--- config.mk ---
export PLATFORM = sky130hd
export DESIGN_NAME = trellisFrontEnd
export DESIGN_NICKNAME = d
export VERILOG_FILES = /design/src/trellisPkg.sv /design/src/trellisFrontEnd.sv /design/src/dacMux.sv /design/src/trellisRegs.sv /design/src/sampleLatch.sv /design/src/symbolSlipControl.sv
export SDC_FILE = /design/constraint.sdc
export NUM_CORES = 1
export LEC_CHECK = 0
export BUFFER_PORTS_ARGS = -buffer_cell sky130_fd_sc_hd__buf_2
export CAP_MARGIN = 20
export CORE_UTILIZATION = 45
export CTS_BUF_LIST = sky130_fd_sc_hd__clkbuf_8
export CTS_CLUSTER_DIAMETER = 40
export DETAILED_ROUTE_END_ITERATION = 7
export GPL_ROUTABILITY_DRIVEN = 0
export GPL_TIMING_DRIVEN = 0
export PLACE_DENSITY = 0.84
export SETUP_SLACK_MARGIN = 0.4
export SYNTH_ARGS = -nofsm -noshare
export SYNTH_HDL_FRONTEND = slang
export SYNTH_SLANG_ARGS = --single-unit
--- constraint.sdc ---
create_clock -name clk -period 6.5 [get_ports clk]
set_clock_uncertainty 0.05 [all_clocks]
set_input_delay 0.325 -clock clk [delete_from_list [all_inputs] [get_ports clk]]
set_output_delay 0.325 -clock clk [all_outputs]
set_load 0.005 [all_outputs]
--- src/trellisPkg.sv ---
// shared widths, trellis register map and DAC source codes
// for the multi-h trellis demodulator front end

package trellisPkg;

    // --------------------------------------------------
    // datapath and bus widths
    // --------------------------------------------------
    localparam int sampleWidth = 18;
    localparam int addrWidth   = 13;
    localparam int dataWidth   = 32;
    localparam int decayWidth  = 8;

    // --------------------------------------------------
    // register map
    // --------------------------------------------------
    // low address bits select a register inside trellis space
    localparam int trellisOffsetWidth = 4;

    // trellis space is 0x0a00 to 0x0a0f
    localparam logic [addrWidth-1:trellisOffsetWidth] trellisSpaceBase = 9'h0a0;

    localparam logic [trellisOffsetWidth-1:0] trellisDecayAddr   = 4'h0;
    localparam logic [trellisOffsetWidth-1:0] trellisControlAddr = 4'h4;

    // control register fields
    localparam int ctrlSlipBit     = 0;
    localparam int ctrlDelayBit    = 1;
    localparam int ctrlTbEnableBit = 2;

    // --------------------------------------------------
    // monitor DAC sources
    // --------------------------------------------------
    localparam int dacSelWidth = 4;

    // codes not listed here behave as off
    typedef enum logic [dacSelWidth-1:0] {
        dacSourceOff = 4'd0,
        dacSourceI   = 4'd1,
        dacSourceQ   = 4'd2
    } dacSourceT;

endpackage
--- src/trellisFrontEnd.sv ---
// multi-h trellis demodulator front end, top level
// slip control, sample latch, control registers and monitor DACs

`timescale 1ns/1ps

module trellisFrontEnd import trellisPkg::*; (
    input  logic                          clk,
    input  logic                          symbolSlipped,
    // sample stream
    input  logic signed [sampleWidth-1:0] iIn,
    input  logic signed [sampleWidth-1:0] qIn,
    input  logic                          symEnIn,
    input  logic                          sym2xEnIn,
    // register bus
    input  logic                          wr,
    input  logic [addrWidth-1:0]          addr,
    input  logic [dataWidth-1:0]          din,
    output logic [dataWidth-1:0]          dout,
    // monitor DACs
    input  logic [dacSelWidth-1:0]        dac0Select,
    input  logic [dacSelWidth-1:0]        dac1Select,
    input  logic [dacSelWidth-1:0]        dac2Select,
    output logic signed [sampleWidth-1:0] dac0Data,
    output logic signed [sampleWidth-1:0] dac1Data,
    output logic signed [sampleWidth-1:0] dac2Data,
    output logic                          dac0ClkEn,
    output logic                          dac1ClkEn,
    output logic                          dac2ClkEn,
    // to the decoder
    output logic [decayWidth-1:0]         decayFactor,
    output logic                          tbEnable,
    output logic signed [sampleWidth-1:0] iOut,
    output logic signed [sampleWidth-1:0] qOut,
    output logic                          symEnOut,
    output logic                          sym2xEnOut
);

    logic signed [sampleWidth-1:0] slipI;
    logic signed [sampleWidth-1:0] slipQ;
    logic                          symbolSlip;
    logic                          symbolDelay;
    logic                          slipTaken;

    // --------------------------------------------------
    // datapath
    // --------------------------------------------------
    symbolSlipControl u_slipControl (
        .clk           (clk),
        .symbolSlipped (symbolSlipped),
        .iIn           (iIn),
        .qIn           (qIn),
        .symEnIn       (symEnIn),
        .sym2xEnIn     (sym2xEnIn),
        .symbolSlip    (symbolSlip),
        .slipI         (slipI),
        .slipQ         (slipQ),
        .symEn         (symEnOut),
        .sym2xEn       (sym2xEnOut),
        .slipTaken     (slipTaken)
    );

    sampleLatch u_sampleLatch (
        .clk           (clk),
        .symbolSlipped (symbolSlipped),
        .sym2xEn       (sym2xEnOut),
        .symbolDelay   (symbolDelay),
        .slipI         (slipI),
        .slipQ         (slipQ),
        .iOut          (iOut),
        .qOut          (qOut)
    );

    // control and monitors
    trellisRegs u_regs (
        .clk           (clk),
        .symbolSlipped (symbolSlipped),
        .wr            (wr),
        .addr          (addr),
        .din           (din),
        .dout          (dout),
        .slipTaken     (slipTaken),
        .symbolSlip    (symbolSlip),
        .symbolDelay   (symbolDelay),
        .tbEnable      (tbEnable),
        .decayFactor   (decayFactor)
    );

    dacMux u_dacMux (
        .clk           (clk),
        .symbolSlipped (symbolSlipped),
        .dac0Select    (dac0Select),
        .dac1Select    (dac1Select),
        .dac2Select    (dac2Select),
        .iOut          (iOut),
        .qOut          (qOut),
        .sym2xEn       (sym2xEnOut),
        .dac0Data      (dac0Data),
        .dac1Data      (dac1Data),
        .dac2Data      (dac2Data),
        .dac0ClkEn     (dac0ClkEn),
        .dac1ClkEn     (dac1ClkEn),
        .dac2ClkEn     (dac2ClkEn)
    );

endmodule

--- src/dacMux.sv ---
// three registered monitor DAC channels
// each channel picks I, Q or off by its select code

`timescale 1ns/1ps

module dacMux import trellisPkg::*; (
    input  logic                          clk,
    input  logic                          symbolSlipped,
    input  logic [dacSelWidth-1:0]        dac0Select,
    input  logic [dacSelWidth-1:0]        dac1Select,
    input  logic [dacSelWidth-1:0]        dac2Select,
    input  logic signed [sampleWidth-1:0] iOut,
    input  logic signed [sampleWidth-1:0] qOut,
    input  logic                          sym2xEn,
    output logic signed [sampleWidth-1:0] dac0Data,
    output logic signed [sampleWidth-1:0] dac1Data,
    output logic signed [sampleWidth-1:0] dac2Data,
    output logic                          dac0ClkEn,
    output logic                          dac1ClkEn,
    output logic                          dac2ClkEn
);

    // --------------------------------------------------
    // source select, returns {clkEn, data}
    // --------------------------------------------------
    function automatic logic [sampleWidth:0] channelNext(
        input logic [dacSelWidth-1:0]        sel,
        input logic signed [sampleWidth-1:0] iSample,
        input logic signed [sampleWidth-1:0] qSample,
        input logic                          strobe
    );
        logic [sampleWidth:0] result;
        case (dacSourceT'(sel))
            dacSourceI: begin
                result = {strobe, iSample};
            end
            dacSourceQ: begin
                result = {strobe, qSample};
            end
            // off and unknown codes
            default: begin
                result = '0;
            end
        endcase
        return result;
    endfunction

    logic [sampleWidth:0] dac0Next;
    logic [sampleWidth:0] dac1Next;
    logic [sampleWidth:0] dac2Next;

    assign dac0Next = channelNext(dac0Select, iOut, qOut, sym2xEn);
    assign dac1Next = channelNext(dac1Select, iOut, qOut, sym2xEn);
    assign dac2Next = channelNext(dac2Select, iOut, qOut, sym2xEn);

    // output registers
    always_ff @(posedge clk or posedge symbolSlipped) begin
        if (symbolSlipped) begin
            dac0Data  <= '0;
            dac1Data  <= '0;
            dac2Data  <= '0;
            dac0ClkEn <= 1'b0;
            dac1ClkEn <= 1'b0;
            dac2ClkEn <= 1'b0;
        end
        else begin
            {dac0ClkEn, dac0Data} <= dac0Next;
            {dac1ClkEn, dac1Data} <= dac1Next;
            {dac2ClkEn, dac2Data} <= dac2Next;
        end
    end

endmodule

--- src/trellisRegs.sv ---
// trellis control registers on the register bus
// decay factor, control bits, readback and self-clearing slip request

`timescale 1ns/1ps

module trellisRegs import trellisPkg::*; (
    input  logic                   clk,
    input  logic                   symbolSlipped,
    input  logic                   wr,
    input  logic [addrWidth-1:0]   addr,
    input  logic [dataWidth-1:0]   din,
    output logic [dataWidth-1:0]   dout,
    input  logic                   slipTaken,
    output logic                   symbolSlip,
    output logic                   symbolDelay,
    output logic                   tbEnable,
    output logic [decayWidth-1:0]  decayFactor
);

    logic                          trellisSpace;
    logic [trellisOffsetWidth-1:0] offset;
    logic                          decayWrite;
    logic                          ctrlWrite;

    // --------------------------------------------------
    // address decode
    // --------------------------------------------------
    assign trellisSpace = (addr[addrWidth-1:trellisOffsetWidth] == trellisSpaceBase);
    assign offset       = addr[trellisOffsetWidth-1:0];

    assign decayWrite = wr && trellisSpace && (offset == trellisDecayAddr);
    assign ctrlWrite  = wr && trellisSpace && (offset == trellisControlAddr);

    // decay factor and static control bits
    always_ff @(posedge clk or posedge symbolSlipped) begin
        if (symbolSlipped) begin
            decayFactor <= '0;
            symbolDelay <= 1'b0;
            tbEnable    <= 1'b0;
        end
        else begin
            if (decayWrite) begin
                decayFactor <= din[decayWidth-1:0];
            end
            if (ctrlWrite) begin
                symbolDelay <= din[ctrlDelayBit];
                tbEnable    <= din[ctrlTbEnableBit];
            end
        end
    end

    // slip request, cleared once the slip control has dropped a strobe
    // a fresh write in the same cycle still wins
    always_ff @(posedge clk or posedge symbolSlipped) begin
        if (symbolSlipped) begin
            symbolSlip <= 1'b0;
        end
        else if (ctrlWrite) begin
            symbolSlip <= din[ctrlSlipBit];
        end
        else if (slipTaken) begin
            symbolSlip <= 1'b0;
        end
    end

    // --------------------------------------------------
    // readback
    // --------------------------------------------------
    always_comb begin
        dout = '0;
        if (trellisSpace) begin
            case (offset)
                trellisDecayAddr: begin
                    dout[decayWidth-1:0] = decayFactor;
                end
                trellisControlAddr: begin
                    dout[ctrlSlipBit]     = symbolSlip;
                    dout[ctrlDelayBit]    = symbolDelay;
                    dout[ctrlTbEnableBit] = tbEnable;
                end
                default: begin
                    dout = '0;
                end
            endcase
        end
    end

endmodule

--- src/sampleLatch.sv ---
// I/Q sample latch on the half-symbol strobe
// optional one-strobe delay for symbol alignment

`timescale 1ns/1ps

module sampleLatch import trellisPkg::*; (
    input  logic                          clk,
    input  logic                          symbolSlipped,
    input  logic                          sym2xEn,
    input  logic                          symbolDelay,
    input  logic signed [sampleWidth-1:0] slipI,
    input  logic signed [sampleWidth-1:0] slipQ,
    output logic signed [sampleWidth-1:0] iOut,
    output logic signed [sampleWidth-1:0] qOut
);

    // sample seen at the previous strobe
    logic signed [sampleWidth-1:0] iDelay;
    logic signed [sampleWidth-1:0] qDelay;

    // delay line runs on every strobe so toggling
    // symbolDelay never presents a stale sample
    always_ff @(posedge clk or posedge symbolSlipped) begin
        if (symbolSlipped) begin
            iDelay <= '0;
            qDelay <= '0;
        end
        else if (sym2xEn) begin
            iDelay <= slipI;
            qDelay <= slipQ;
        end
    end

    // --------------------------------------------------
    // output latch
    // --------------------------------------------------
    always_ff @(posedge clk or posedge symbolSlipped) begin
        if (symbolSlipped) begin
            iOut <= '0;
            qOut <= '0;
        end
        else if (sym2xEn) begin
            if (symbolDelay) begin
                iOut <= iDelay;
                qOut <= qDelay;
            end
            else begin
                iOut <= slipI;
                qOut <= slipQ;
            end
        end
    end

endmodule

--- src/symbolSlipControl.sv ---
// input reclocking and symbol slip gating
// one slip request removes exactly one symbol strobe

`timescale 1ns/1ps

module symbolSlipControl import trellisPkg::*; (
    input  logic                          clk,
    input  logic                          symbolSlipped,
    input  logic signed [sampleWidth-1:0] iIn,
    input  logic signed [sampleWidth-1:0] qIn,
    input  logic                          symEnIn,
    input  logic                          sym2xEnIn,
    input  logic                          symbolSlip,
    output logic signed [sampleWidth-1:0] slipI,
    output logic signed [sampleWidth-1:0] slipQ,
    output logic                          symEn,
    output logic                          sym2xEn,
    output logic                          slipTaken
);

    // two-stage delay on the slip request
    logic [1:0] slipSR;
    logic       slip;

    assign slip = slipSR[1];

    // reclocked samples
    always_ff @(posedge clk or posedge symbolSlipped) begin
        if (symbolSlipped) begin
            slipI <= '0;
            slipQ <= '0;
        end
        else begin
            slipI <= iIn;
            slipQ <= qIn;
        end
    end

    // --------------------------------------------------
    // strobe reclock and gating
    // --------------------------------------------------
    always_ff @(posedge clk or posedge symbolSlipped) begin
        if (symbolSlipped) begin
            slipSR    <= '0;
            symEn     <= 1'b0;
            sym2xEn   <= 1'b0;
            slipTaken <= 1'b0;
        end
        else begin
            slipSR  <= {slipSR[0], symbolSlip};
            sym2xEn <= sym2xEnIn;

            // swallow this strobe and let the register bank drop the request
            if (symEnIn && slip) begin
                symEn     <= 1'b0;
                slipTaken <= 1'b1;
            end
            else begin
                symEn     <= symEnIn;
                slipTaken <= 1'b0;
            end
        end
    end

endmodule

; Yosys cells after proc, flatten, opt, wreduce, memory -nomap -nowiden
; Index checks and enable logic that the tools add are counted.
[op_classes]
n_mux = 12
n_eq_ne = 8
reduce_logical = 6
[ops]
columns = operator, count
row1 = one-hot mux 19 bit (2 select lines), 3
row2 = 2-to-1 mux 18 bit, 2
row3 = "== test 4 x 1 -> 1 bit, second input constant", 3
row4 = "== test 4 x 2 -> 1 bit, second input constant", 3
row5 = "== test 9 x 8 -> 1 bit, second input constant", 1
row6 = 2-to-1 mux 8 bit, 1
row7 = one-hot mux 3 bit (2 select lines), 1
row8 = 2-to-1 mux 5 bit, 1
row9 = "== test 4 x 3 -> 1 bit, second input constant", 1
row10 = logical AND 1 bit, 4
row11 = logical NOT 4 bit, 1
row12 = 2-to-1 mux 1 bit, 4
row13 = nonzero test 2 bit, 1
[word_totals]
output_inout_bits = 136
regBits = 181

; Logic depth before layout (Yosys ltp)
[depth]
ltp_word = 4
depth_mapped = 4
depth_no_buf = 3

; Hierarchy
; A second synthesis with hierarchy kept.
[unflattened]
cells_unflattened = 607
hier_area_um2 = 7833.8
[by_module_without_submodules]
columns = mod, n_inst, area_per_inst_um2, cells_each, seq_area_each_um2
row1 = sampleLatch, 1, 3049.2, 233, 1801.7
row2 = dacMux, 1, 2957.8, 259, 1426.4
row3 = symbolSlipControl, 1, 1046.0, 44, 1026.0
row4 = trellisRegs, 1, 780.7, 71, 275.3

; Worst setup path before layout
; Ideal clock, no wire load.
[synth_timing]
kind = input to register
from = input port addr[5]
to = register u_regs.decayFactor[0]
path_buffers = 1
arrival_ns = 1.324
setup_ns = 0.125
cell_stages = 4
path_slack_ns = 5.002
required_ns = 6.325
path_cell_list = nor4b_1 and4_1 buf_6 mux2_2
[synth_between]
elab_chain_cells = 3
[synth_lines]
columns = item, line_no
row1 = "start, declared", trellisFrontEnd.sv:16  ; input logic [addrWidth-1:0] addr,
row2 = == test 9 x 8 -> 1 bit, trellisRegs.sv:28  ; assign trellisSpace = (addr[addrWidth-1:trellisOffsetWidth] == trellisSpaceBase);
row3 = logical AND 1 bit (2 in series), trellisRegs.sv:31  ; assign decayWrite = wr && trellisSpace && (offset == trellisDecayAddr);
row4 = "end signal, assigned", trellisRegs.sv:43  ; decayFactor <= din[decayWidth-1:0];
row5 = "end, declared", trellisRegs.sv:17  ; output logic [decayWidth-1:0] decayFactor
; Every way passes these cells.
; A chain may end at the register's enable or synchronous reset.

; Worst setup path after layout
[layout_timing]
from = register u_regs.symbolDelay
to = output port dout[1]
[layout_between]
elab_chain_cells = 2
[layout_lines]
columns = item, line_no
row1 = "start, declared", trellisRegs.sv:15  ; output logic symbolDelay,
row2 = "start signal, assigned", trellisRegs.sv:46  ; symbolDelay <= din[ctrlDelayBit];
row3 = one-hot mux 3 bit (2 select lines), trellisRegs.sv:72  ; case (offset)
row4 = 2-to-1 mux 8 bit, trellisRegs.sv:71  ; if (trellisSpace) begin
row5 = "end, declared", trellisFrontEnd.sv:18  ; output logic [dataWidth-1:0] dout,
; Every way passes these cells.

==> flow_summary.yaml <==
timing:
  timing.fmax_mhz: 454
  final_max_slew_viol_count: 0
  fin_crit_sh_pct: 33.9
  rsz_0062_raised_after_global_routing: "no"
  fin_hold_ws_ps: 49.3
  final_setup_violating_endpoints: 0
  worst_slew_margin_rel_pct: 50.6
  tightest_slew_ps: 740
  fin_crit_ps: 2200
  hold_violations: 0
  timing.setup.tns_ps: 0
die:
  initial_utilization_pct: 46.7
  die-width_um: 125
  fp.dieArea_um2: 15700
  design.portCount: 234
  fp.coreArea_um2: 14700
  row_count: 44
  overall_die_height_um: 125
setup_path:
  critical_path.max_fanout: 10
  reg2regPathDepth: 4
  endpoint_kind: "output port"
  cp.required_ps: 6120
  cp-start-kind: "register"
  critical_path_arrival_ps: 1830
  regToRegSetupSlack_ps: 4820
  path_class: "register to output port"
final_layout:
  flow.area_growth_from_synthesis_pct: 29.6
  final_net_count: 836
  post_layout_nonfiller_instances: 934
  num_antenna_cells: 0
  layout-drive-gt1-share_pct: 41.7
  post-route-cell-area_um2: 8890
clocking:
  cts_buffers: 17
  clkSlewWorstSetupHoldPaths_ps: 90
  cts_num_sinks: 181
  tritoncts: "done"
  cts_resized: 0
  clock_path_buffers: 2
  cts_max_level: 4
  cts_post_setup_buffers_inserted: 0
  ctsRootBufferMaster: "sky130_fd_sc_hd__clkbuf_8"
  insertion_delay_ps: 450
min_path:
  hold_path_class: "primary input to register"
  timing.hold.worst_path_depth: 2
grt:
  number_of_global_route_vias_before_repair: 4551
  initial_antenna_violation_count: 0
  grt_start_max_net_pins: 110
  grtUsageTotal_pct: 21.2
  grt_first_pass_wirelength_um: 25100
  globalRouteOverflowTotal: 0
synth:
  ys_top_cells_by_count: "sky130_fd_sc_hd__dfrtp_1 (181), sky130_fd_sc_hd__a22o_1 (54), sky130_fd_sc_hd__mux2_2 (47), sky130_fd_sc_hd__nor2_1 (40)"
  avgSynthCellArea_um2: 14.5
  post_synth_inst_count: 472
  async_flop_share_pct: 100
  yosys_register_bits: 181
  synth_top_cell_area_share_pct: 66.0
  synth-edff-count: 0
  yosys.cell_count.top_type: "sky130_fd_sc_hd__dfrtp_1"
  yosys_warn_count: 0
  yosysUniqueCellTypes: 25
  yosys.area.top_type: "sky130_fd_sc_hd__dfrtp_1"
  yosysSeqAreaShare_pct: 66.0
  leading_cell_types_by_total_area_after_synthesis: "sky130_fd_sc_hd__dfrtp_1 (66%), sky130_fd_sc_hd__mux2_2 (7.7%), sky130_fd_sc_hd__a22o_1 (6.9%)"
  main_synth_ff_type: "sky130_fd_sc_hd__dfrtp_1"
  syn-cell-area_um2: 6860
drt:
  drc: 14
  met2_wire_length_um: 7640
  routed_antenna_nets: 0
  vias: 4645
  metal1_wirelength_um: 7300
  dr.first_iter.drc_count: 238
  routed.top_layer: "met4"
  route.final.wire_length_um: 15900
  drt-wirelength-per-cell_um: 17.0
  detailedRoute.firstPassIterationCount: 7
  vias_per_cell: 4.97
  met3WireLength_um: 687
outcome:
  failed_checks: "DRC"
  status: "finished with violations"
placed_design:
  cell_count_post_placement: 865
  port_buffers: 185
  post-dp-hpwl_um: 11200
  post_dp_area_um2: 8140
pwr:
  power.total_mw: 2.19
  power.density_nw_per_um2: 246
  ir_drop_uv: 155
  power_leakage_nw: 4.40
flow_run:
  max-cap-violations: 0
## stage by stage
step | worst slack [ps] | utilization (%)
finish | 4300 | 60.5
global route | 4160 | 60.5
CTS | 4260 | 60.5
detailed placement | 4720 | 55.4
global placement | -459 | 55.1
floorplan | 1210 | -
## flip-flops by register name, indices dropped and copies added, names as in the netlist
name and count:
u_dacMux.dac0ClkEn 1, u_dacMux.dac0Data 18, u_dacMux.dac1ClkEn 1, u_dacMux.dac1Data 18, u_dacMux.dac2ClkEn 1, u_dacMux.dac2Data 18
u_regs.decayFactor 8, u_regs.symbolDelay 1, u_regs.symbolSlip 1, u_regs.tbEnable 1, u_sampleLatch.iDelay 18, u_sampleLatch.iOut 18
u_sampleLatch.qDelay 18, u_sampleLatch.qOut 18, u_slipControl.slipI 18, u_slipControl.slipQ 18, u_slipControl.slipSR 2, u_slipControl.slipTaken 1
u_slipControl.sym2xEn 1, u_slipControl.symEn 1
## final cells by class
type / instances / area, µm²
multi-input combinational: 266 / 2120
clock buffer: 18 / 248
clock inverter: 13 / 124
fill: 1152 / 5810
inverter: 1 / 11.3
sequential: 181 / 4530
buffer: 47 / 292
timing repair buffer: 224 / 1330
tap: 184 / 230
## kinds of logic after synthesis
group	synth area share, %
DFF	66.0
muxes	13.0
and+or+nand+nor	6.47
AOI/OAI and AO/OA	10.2
buffers and inverters	4.30
other	0.0547
## layer usage
| metal | global-route usage (%) | vias up |
|---|---|---|
| met5 | 0 | - |
| met4 | 7.46 | 0 |
| met3 | 3.94 | 28 |
| met1 | 29.1 | 2289 |
| met2 | 33.9 | 150 |
| li1 | - | 2178 |
## power breakdown
group / switching, mW / internal [mW] / total [mW]
Sequential: 0.0593 / 1.19 / 1.25
Clock: 0.400 / 0.318 / 0.718
Combinational: 0.105 / 0.115 / 0.219
## placed cells by master, fill, tap and decap left out, drive strengths merged
cell type	netlist	layout
and4bb	1	1
o21a	3	3
nand3	1	1
clkinvlp	0	1
buf	39	225
mux2i	36	36
and4	2	2
dlygate4sd3	0	38
nor4	1	1
clkbuf	8	26
nand4	1	1
and2	6	6
nor3	1	1
a22o	54	54
dfrtp	181	181
clkinv	0	4
nor2	40	40
inv	1	8
nor4b	8	8
bufinv	0	1
a21oi	36	36
mux2	47	47
conb	1	24
a22oi	3	3
nor2b	2	2
## worst max-delay path, cell delays in order (launching register included)
cell                      delay, ps
sky130_fd_sc_hd__dfrtp_1        380
sky130_fd_sc_hd__buf_2          320
sky130_fd_sc_hd__buf_2          350
sky130_fd_sc_hd__a22oi_1        110
sky130_fd_sc_hd__nor2_1         100
sky130_fd_sc_hd__buf_2          120
## final timing paths
kind | endpoint | start
worst max-delay path | dout[1] | u_regs.symbolDelay$_DFFE_PP0P_
worst min-delay path | u_slipControl.slipTaken$_DFF_PP0_ | symEnIn
worst max register to register | u_sampleLatch.iOut[0]$_DFFE_PP0P_ | u_regs.symbolDelay$_DFFE_PP0P_
worst min register to register | u_slipControl.slipSR[1]$_DFF_PP0_ | u_slipControl.slipSR[0]$_DFF_PP0_
max in group asynchronous | u_sampleLatch.qOut[1]$_DFFE_PP0P_ | symbolSlipped
min in group asynchronous | u_slipControl.slipSR[1]$_DFF_PP0_ | symbolSlipped
## timing repair
action	in CTS	in global routing
hold buffers	38	0
setup endpoints to repair	0	0
hold endpoints to repair	109	0
Note: power is estimated with default switching activity, not from simulation.
